[config.mk]
export PLATFORM = sky130hd
export DESIGN_NAME = mulUnit
export DESIGN_NICKNAME = d
export VERILOG_FILES = /design/src/source/mulDataPkg.sv /design/src/source/mulCmdPkg.sv /design/src/source/mulOperandPrep.sv /design/src/source/mulPartialArray.sv /design/src/source/mulResultShaper.sv /design/src/source/mulUnit.sv
export VERILOG_INCLUDE_DIRS = /design/src /design/src/source
export SDC_FILE = /design/constraint.sdc
export NUM_CORES = 2
export LEC_CHECK = 0
export ABC_AREA = 1
export BUFFER_PORTS_ARGS = -buffer_cell sky130_fd_sc_hd__buf_2
export CORE_MARGIN = 10
export CORE_UTILIZATION = 25
export DETAILED_ROUTE_END_ITERATION = 8
export GPL_ROUTABILITY_DRIVEN = 1
export HOLD_SLACK_MARGIN = 0.08
export PLACE_DENSITY = 0.36
export SETUP_SLACK_MARGIN = 0.15
export SYNTH_ARGS = -nofsm -noshare
export SYNTH_HDL_FRONTEND = slang
export SYNTH_SLANG_ARGS = --single-unit
[constraint.sdc]
create_clock -name clock -period 29 [get_ports clock]
set_input_delay 4.35 -clock clock [delete_from_list [all_inputs] [get_ports clock]]
set_output_delay 4.35 -clock clock [all_outputs]
set_load 0.01 [all_outputs]
[src/source/mulMacros.svh]
/*
 Multiply unit widths and fast divide limits
*/

`ifndef MUL_MACROS_SVH
`define MUL_MACROS_SVH

// operand and result widths fixed by the core
`define MUL_WORD_WIDTH 32
`define MUL_DWORD_WIDTH 64

// split point of the partial product array
`define MUL_HALF_WIDTH 16

// fast divide takes divisors up to this value
`define MUL_DIV_MAX 63
// dividend must stay below this bit
`define MUL_DIV_DIVIDEND_BITS 30

// reciprocal table index and shift code widths
`define MUL_RCP_INDEX_BITS 5
`define MUL_DIV_SHIFT_BITS 3

`endif

[src/source/mulDataPkg.sv]
/*
 Multiply unit data types
 Operand, product and fast divide field widths
*/

`include "mulMacros.svh"

package mulDataPkg;

	// single operand as it comes from the register file
	typedef logic [`MUL_WORD_WIDTH-1:0] word_t;

	// full product, accumulator and result
	typedef logic [`MUL_DWORD_WIDTH-1:0] dword_t;

	// selects a reciprocal by the divisor's odd part
	typedef logic [`MUL_RCP_INDEX_BITS-1:0] rcpIndex_t;

	// post-multiply shift for the fast divide
	// quotient is taken from 30 + code bits up
	typedef logic [`MUL_DIV_SHIFT_BITS-1:0] divShift_t;

endpackage

[src/source/mulCmdPkg.sv]
/*
 Multiply unit commands
 Operation codes and the control word carried down the pipeline
*/

package mulCmdPkg;

	import mulDataPkg::*;

	// operation code from the decode stage
	typedef enum logic [2:0] {
		mulS32 = 3'd0,
		mulU32 = 3'd1,
		mulS64 = 3'd2,
		mulU64 = 3'd3,
		macS64 = 3'd4,
		divS   = 3'd5,
		divU   = 3'd6
	} mulOp_t;

	// decoded control, travels alongside the operands
	typedef struct packed {
		logic      isUnsigned;
		logic      keepHigh;
		logic      accumulate;
		logic      isDiv;
		logic      divFast;
		divShift_t divShift;
	} mulCtl_t;

endpackage

[src/source/mulOperandPrep.sv]
/*
 Multiply operand preparation
 Decodes the operation and swaps a small divisor for its reciprocal
*/

`include "mulMacros.svh"

module mulOperandPrep
	import mulDataPkg::*, mulCmdPkg::*;
(
	input  logic    clock,
	input  logic    reset,
	input  logic    issue,
	input  logic    hold,
	input  mulOp_t  op,
	input  word_t   operandA,
	input  word_t   operandB,
	input  dword_t  accum,
	output word_t   effA,
	output word_t   effB,
	output dword_t  accAdd,
	output mulCtl_t ctl,
	output logic    prepValid
);

	// rounded-up 2^k / odd, indexed by odd part >> 1
	localparam word_t rcpTable [0:31] = '{
		32'h40000000, 32'h55555556, 32'h66666667, 32'h4924924A,
		32'h71C71C72, 32'h5D1745D2, 32'h4EC4EC4F, 32'h44444445,
		32'h78787879, 32'h6BCA1AF3, 32'h61861862, 32'h590B2165,
		32'h51EB851F, 32'h4BDA12F7, 32'h469EE585, 32'h42108422,
		32'h7C1F07C2, 32'h75075076, 32'h6EB3E454, 32'h6906906A,
		32'h63E7063F, 32'h5F417D06, 32'h5B05B05C, 32'h572620AF,
		32'h5397829D, 32'h50505051, 32'h4D4873ED, 32'h4A7904A8,
		32'h47DC11F8, 32'h456C797E, 32'h4325C53F, 32'h41041042
	};

	// shift code per divisor, ceil of log2
	localparam divShift_t shiftTable [0:63] = '{
		3'd0, 3'd0, 3'd1, 3'd2, 3'd2, 3'd3, 3'd3, 3'd3,
		3'd3, 3'd4, 3'd4, 3'd4, 3'd4, 3'd4, 3'd4, 3'd4,
		3'd4, 3'd5, 3'd5, 3'd5, 3'd5, 3'd5, 3'd5, 3'd5,
		3'd5, 3'd5, 3'd5, 3'd5, 3'd5, 3'd5, 3'd5, 3'd5,
		3'd5, 3'd6, 3'd6, 3'd6, 3'd6, 3'd6, 3'd6, 3'd6,
		3'd6, 3'd6, 3'd6, 3'd6, 3'd6, 3'd6, 3'd6, 3'd6,
		3'd6, 3'd6, 3'd6, 3'd6, 3'd6, 3'd6, 3'd6, 3'd6,
		3'd6, 3'd6, 3'd6, 3'd6, 3'd6, 3'd6, 3'd6, 3'd6
	};

	mulCtl_t   decCtl;
	logic      divInRange;
	logic [5:0] divOdd;
	rcpIndex_t rcpIndex;
	word_t     rcpValue;

	// strip trailing zeros, a divisor of 63 or less has at most five
	always_comb begin
		divOdd = operandB[5:0];
		for (int i = 0; i < 5; i++) begin
			if (!divOdd[0])
				divOdd = divOdd >> 1;
		end
	end

	assign rcpIndex = divOdd[5:1];
	assign rcpValue = rcpTable[rcpIndex];

	assign divInRange = (operandB >= 2) && (operandB <= `MUL_DIV_MAX) &&
		(operandA[`MUL_WORD_WIDTH-1:`MUL_DIV_DIVIDEND_BITS] == '0);

	always_comb begin
		decCtl = '0;
		case (op)
			mulU32: decCtl.isUnsigned = 1'b1;
			mulS64: decCtl.keepHigh = 1'b1;
			mulU64: begin
				decCtl.isUnsigned = 1'b1;
				decCtl.keepHigh = 1'b1;
			end
			macS64: begin
				decCtl.keepHigh = 1'b1;
				decCtl.accumulate = 1'b1;
			end
			divS: decCtl.isDiv = 1'b1;
			divU: begin
				decCtl.isDiv = 1'b1;
				decCtl.isUnsigned = 1'b1;
			end
			// mulS32 and unused codes need no bits
			default: ;
		endcase
		decCtl.divFast = decCtl.isDiv && divInRange;
		if (decCtl.divFast)
			decCtl.divShift = shiftTable[operandB[5:0]];
	end

	always_ff @(posedge clock) begin
		if (reset) begin
			prepValid <= 1'b0;
			ctl <= '0;
		end else if (!hold) begin
			prepValid <= issue;
			ctl <= decCtl;
		end
	end

	// operand registers, divisor replaced by its reciprocal
	always_ff @(posedge clock) begin
		if (!hold) begin
			effA <= operandA;
			effB <= decCtl.divFast ? rcpValue : operandB;
			accAdd <= decCtl.accumulate ? accum : '0;
		end
	end

endmodule

[src/source/mulPartialArray.sv]
/*
 Multiply partial product array
 Stage one 16x16 products, stage two carry-save merge with accumulator
*/

`include "mulMacros.svh"

module mulPartialArray
	import mulDataPkg::*, mulCmdPkg::*;
(
	input  logic    clock,
	input  logic    reset,
	input  logic    hold,
	input  word_t   effA,
	input  word_t   effB,
	input  dword_t  accAdd,
	input  mulCtl_t ctl,
	input  logic    prepValid,
	output dword_t  partLow,
	output dword_t  partHigh,
	output dword_t  crossSum,
	output mulCtl_t ctl2,
	output logic    valid2
);

	logic [`MUL_HALF_WIDTH-1:0] aLow;
	logic [`MUL_HALF_WIDTH-1:0] aHigh;
	logic [`MUL_HALF_WIDTH-1:0] bLow;
	logic [`MUL_HALF_WIDTH-1:0] bHigh;
	logic [`MUL_HALF_WIDTH-1:0] aExt;
	logic [`MUL_HALF_WIDTH-1:0] bExt;
	logic [`MUL_HALF_WIDTH-1:0] corrNext;

	word_t   mulLL;
	word_t   mulLH;
	word_t   mulHL;
	word_t   mulHH;
	logic [`MUL_HALF_WIDTH-1:0] corr1;
	dword_t  acc1;
	mulCtl_t ctl1;
	logic    valid1;

	dword_t  crossA;
	dword_t  crossB;
	dword_t  csSum;
	dword_t  csCarry;
	word_t   highWord;

	assign aLow = effA[`MUL_HALF_WIDTH-1:0];
	assign aHigh = effA[`MUL_WORD_WIDTH-1:`MUL_HALF_WIDTH];
	assign bLow = effB[`MUL_HALF_WIDTH-1:0];
	assign bHigh = effB[`MUL_WORD_WIDTH-1:`MUL_HALF_WIDTH];

	// upper halves are signed unless the op is unsigned
	assign aExt = (effA[`MUL_WORD_WIDTH-1] && !ctl.isUnsigned) ? '1 : '0;
	assign bExt = (effB[`MUL_WORD_WIDTH-1] && !ctl.isUnsigned) ? '1 : '0;

	// high x high is done unsigned, this puts the sign weight back
	assign corrNext = (aExt & -bHigh) + (bExt & -aHigh);

	always_ff @(posedge clock) begin
		if (!hold) begin
			mulLL <= aLow * bLow;
			mulLH <= {16'h0000, aLow} * {bExt, bHigh};
			mulHL <= {aExt, aHigh} * {16'h0000, bLow};
			mulHH <= aHigh * bHigh;
			corr1 <= corrNext;
			acc1 <= accAdd;
		end
	end

	// cross products land at bit 16, sign-extended when signed
	assign crossA = {{16{mulLH[31] && !ctl1.isUnsigned}}, mulLH, 16'h0000};
	assign crossB = {{16{mulHL[31] && !ctl1.isUnsigned}}, mulHL, 16'h0000};

	// 3:2 compress of both cross terms and the accumulator
	assign csSum = crossA ^ crossB ^ acc1;
	assign csCarry = ((crossA & crossB) | (crossA & acc1) | (crossB & acc1)) << 1;

	assign highWord = mulHH + {corr1, 16'h0000};

	always_ff @(posedge clock) begin
		if (!hold) begin
			partLow <= {32'h0000_0000, mulLL};
			partHigh <= {highWord, 32'h0000_0000};
			crossSum <= csSum + csCarry;
		end
	end

	always_ff @(posedge clock) begin
		if (reset) begin
			valid1 <= 1'b0;
			valid2 <= 1'b0;
			ctl1 <= '0;
			ctl2 <= '0;
		end else if (!hold) begin
			valid1 <= prepValid;
			valid2 <= valid1;
			ctl1 <= ctl;
			ctl2 <= ctl1;
		end
	end

endmodule

[src/source/mulResultShaper.sv]
/*
 Multiply result shaping
 Final add, width and sign shaping, divide shift and output register
*/

`include "mulMacros.svh"

module mulResultShaper
	import mulDataPkg::*, mulCmdPkg::*;
(
	input  logic    clock,
	input  logic    reset,
	input  logic    hold,
	input  dword_t  partLow,
	input  dword_t  partHigh,
	input  dword_t  crossSum,
	input  mulCtl_t ctl2,
	input  logic    valid2,
	output dword_t  result,
	output logic    resultValid,
	output logic    divFast
);

	dword_t product;
	dword_t divQuot;
	dword_t shaped;

	assign product = partLow + partHigh + crossSum;

	// quotient sits 30 + shift code bits up in the product
	assign divQuot = product >> (`MUL_DIV_DIVIDEND_BITS + ctl2.divShift);

	always_comb begin
		shaped = product;
		// 32-bit ops keep the low word, extended by signedness
		if (!ctl2.keepHigh)
			shaped[`MUL_DWORD_WIDTH-1:`MUL_WORD_WIDTH] =
				{`MUL_WORD_WIDTH{product[`MUL_WORD_WIDTH-1] && !ctl2.isUnsigned}};
		if (ctl2.isDiv) begin
			if (ctl2.divFast)
				shaped = {32'h0000_0000, divQuot[`MUL_WORD_WIDTH-1:0]};
			else
				shaped = '0;   // slow path not present
		end
	end

	always_ff @(posedge clock) begin
		if (reset) begin
			result <= '0;
			resultValid <= 1'b0;
			divFast <= 1'b0;
		end else if (!hold) begin
			resultValid <= valid2;
			divFast <= valid2 && ctl2.divFast;
			// last result stays put between operations
			if (valid2)
				result <= shaped;
		end
	end

endmodule

[src/source/mulUnit.sv]
/*
 Pipelined integer multiply unit
 Three-stage multiply, multiply-accumulate and reciprocal divide
*/

module mulUnit
	import mulDataPkg::*, mulCmdPkg::*;
(
	input  logic   clock,
	input  logic   reset,
	input  logic   issue,
	input  mulOp_t op,
	input  word_t  operandA,
	input  word_t  operandB,
	input  dword_t accum,
	input  logic   hold,
	output dword_t result,
	output logic   resultValid,
	output logic   divFast
);

	// prep to array
	word_t   effA;
	word_t   effB;
	dword_t  accAdd;
	mulCtl_t ctl;
	logic    prepValid;

	// array to shaper
	dword_t  partLow;
	dword_t  partHigh;
	dword_t  crossSum;
	mulCtl_t ctl2;
	logic    valid2;

	mulOperandPrep prep0 (
		.clock     (clock),
		.reset     (reset),
		.issue     (issue),
		.hold      (hold),
		.op        (op),
		.operandA  (operandA),
		.operandB  (operandB),
		.accum     (accum),
		.effA      (effA),
		.effB      (effB),
		.accAdd    (accAdd),
		.ctl       (ctl),
		.prepValid (prepValid)
	);

	mulPartialArray array0 (
		.clock     (clock),
		.reset     (reset),
		.hold      (hold),
		.effA      (effA),
		.effB      (effB),
		.accAdd    (accAdd),
		.ctl       (ctl),
		.prepValid (prepValid),
		.partLow   (partLow),
		.partHigh  (partHigh),
		.crossSum  (crossSum),
		.ctl2      (ctl2),
		.valid2    (valid2)
	);

	mulResultShaper shaper0 (
		.clock       (clock),
		.reset       (reset),
		.hold        (hold),
		.partLow     (partLow),
		.partHigh    (partHigh),
		.crossSum    (crossSum),
		.ctl2        (ctl2),
		.valid2      (valid2),
		.result      (result),
		.resultValid (resultValid),
		.divFast     (divFast)
	);

endmodule

==> results.tsv <==
metric	value	unit
Die Wd	549.8	um
GRT Util Overall	0.1728	
r2r endpoint	array0.mulLH[28]	
Hold-fix buffers, CTS	0	
YS warnings	0	
Slew @ Worst Pin	1.101	ns
Starting Density	0.2511	
post-route clock period utilization	0.2634	
setup TNS	0	ns
Clock Sinks	554	
crit end category	flip-flop	
# Post-CTS Setup Buffers	0	
crit path cell chain	buf_4 -> inv_1 -> buf_4 -> nand2_1 -> inv_1 -> nand2_1 -> fa_1 -> fa_1 -> inv_1 -> fa_1 -> fa_1 -> fa_1 -> inv_1 -> fa_1 -> inv_1 -> ha_1 -> nand2_1 -> nor4_1 -> nand3_1 -> nand3_1 -> a31o_2 -> a21oi_1 -> xor2_1	
CTS tree	yes	
Reg clk slew, reported paths	0.06	ns
CP Class	flip-flop to flip-flop	
RSZ-0062 raised after global routing	false	
TritonRoute pass-1 iters	6	
Synth Net Count	10333	
Hold EP	array0.partLow[26]	
Final setup viols	0	
Req. time, crit path	29.46	ns
# resized after CTS	0	
H-tree lvl count	3	
Skew-Pair Late Insertion Delay	0.81	ns
min Tclk post-route	7.637	ns
# IOs	201	
layout cells sized above 1	0.05292	
Syn Std Cell Area	0.07017	sq mm
Reg2Reg Setup Slack	21.36	ns
Syn-to-layout area delta	10.98	%
DRC	0	
Hold Path Cell Cnt	0	
Setup Skew	0.09358	ns
CTS root buffer	clkbuf_16	
Yosys top cell area share	0.2793	
cts bufs inserted	82	
Worst Path Arrival	8.10	ns
ys flop type	edfxtp_1	
syn avg cell area	8.040	sq um
routability cong.	0.9119	
initial DRC count	3433	
hold path start	array0.mulLL[26]	
Crit-path slowest cell	fa_1	
HPWL after detailed placement	206700	um
max-slew violations	0	
largest area contributor in the netlist	fa_1	
core box area	0.2794	sq mm
sequential element share of the synthesized area	0.2243	
R2R depth	23	
largest net degree at the start of global routing	141	
Synth top cells by count	nand2_1, inv_1, fa_1, nor2_1, ha_1	
fin nets	10392	
drt via density	4.397	
Worst Hold Class	flip-flop to flip-flop	
PortBufs	200	
via count	55272	
cell count after synthesis	8727	
DR WL/cell	20.93	um
first-pass GRT wire length	393800	um
drt total wl	263100	um
flops & latches, synth	554	
Synth area leaders	fa_1, edfxtp_1, nand2_1, inv_1, ha_1	
Netlist cell types	68	
row count	194	
Worst R2R Start	prep0.ctl[7]	
DIE HEIGHT	549.8	um
initial antenna violation count	12	
Routed Antenna Nets	0	
EDFF count, synth	464	
ys async rst share	0	
GRT overflow	0	
Critical path buffers and inverters	7	
status	complete, no violations	
delay-heaviest family, CP	adder cells	
DIE AREA	0.3023	sq mm
Slew HR	0.2636	
clk buf depth	4	
Top cell by count, worst path	fa_1	
Fmax achieved	130.9	MHz
CP Launch Type	flip-flop	
max incr delay on CP	0.77	ns
Final Hold Viols	0	
vias in the first global route	59002	
crit path max fanout	25	
most frequent cell after synthesis	nand2_1	
Max Cap Violations	0	
## worst register-to-register path: cells and delay by family, from the launching register on
kind | cells | cell delay [ns]
adder cells (fa/ha/maj) | 7 | 3.71
AND/OR/NAND/NOR | 6 | 1.34
buffers and inverters | 7 | 1.21
flip-flops | 1 | 0.66
AO/OA/AOI/OAI | 2 | 0.26
XOR/XNOR | 1 | 0.15
## state kept, by name (all words and copies together), names as in the netlist, 7 cells and up
register / flops
array0.acc1: 64
array0.crossSum: 64
prep0.accAdd: 64
shaper0.result: 64
array0.mulHH: 32
array0.mulHL: 32
array0.mulLH: 32
array0.mulLL: 32
array0.partHigh: 32
array0.partLow: 32
prep0.effA: 32
prep0.effB: 32
array0.corr1: 16
array0.ctl1: 7
array0.ctl2: 7
prep0.ctl: 7
## metal layers
layer  GRT usage  vias to the layer above  part of all wire
li1            -                    26430                 -
met2      0.2945                     1072              0.47
met1      0.2337                    27519              0.46
met5           0                        -           0.00010
met4     0.04622                        4             0.030
met3     0.01707                      247             0.038
## per-stage QoR
step	setup WS (ns)	instance area (sq um)	instances	util	hold slack, ns
floorplan	10.57	70170	8727	-	0.4003
global placement	20.82	75220	12426	0.2692	0.4034
detailed placement	20.86	75220	12426	0.2692	0.4052
CTS	21.33	77860	12568	0.2787	0.3761
global route	21.00	77870	12569	0.2787	0.3899
finish	21.36	77870	12570	0.2787	0.3854
## how the worst max path moves through the flow
stage                            start               end  slack, ns  cells after the start
after detailed placement          hold  array0.mulLH[31]      20.86                      5
final                     prep0.ctl[7]  array0.mulLH[28]      21.36                     23
after floorplan                   hold    array0.ctl2[7]      10.57                      4
after global routing      prep0.ctl[7]  array0.mulLH[31]      21.00                     25
after CTS                 prep0.ctl[7]  array0.mulLH[28]      21.33                     23
after global placement    operandB[18]     prep0.effB[2]      20.82                      9
## cells by family (layout without fill, tap and decap cells)
| family | after synthesis | after routing | synth area share |
|---|---|---|---|
| AO/OA/AOI/OAI | 742 | 742 | 0.05926 |
| XOR/XNOR | 222 | 222 | 0.02771 |
| adder cells (fa/ha/maj) | 1471 | 1471 | 0.3671 |
| buffers and inverters | 2488 | 2605 | 0.1351 |
| flip-flops | 554 | 554 | 0.2243 |
| other | 0 | 2 | 0 |
| AND/OR/NAND/NOR | 3250 | 3250 | 0.1866 |
## area by class of cell
class	count	area [sq um]
multi-input combinational	5685	44960
clock buffer	109	2267
fill	30399	201500
timing repair buffer	293	1712
tap	3724	4659
sequential	554	15740
inverter	2170	8153
clock inverter	33	374.1
antenna	2	5.005
## layout by cell type, fill, tap and decap left out, types with 18 or more instances in the layout
master / instances
xnor2_1: 87
buf_4: 92
nand4_1: 44
nand3_1: 381
dfxtp_1: 90
buf_2: 200
inv_1: 2161
o21ai_0: 189
edfxtp_1: 464
o21bai_1: 26
nand2_1: 2198
xor2_1: 135
nor2_1: 501
a21o_1: 22
o21ai_1: 18
fa_1: 979
clkbuf_16: 84
nor4_1: 24
ha_1: 492
a21oi_1: 365
a31oi_1: 31
nor3_1: 52
Power is left out: the tool's default activity adds up to more than one toggle a clock period on the data nets, which glitch-free logic cannot reach.
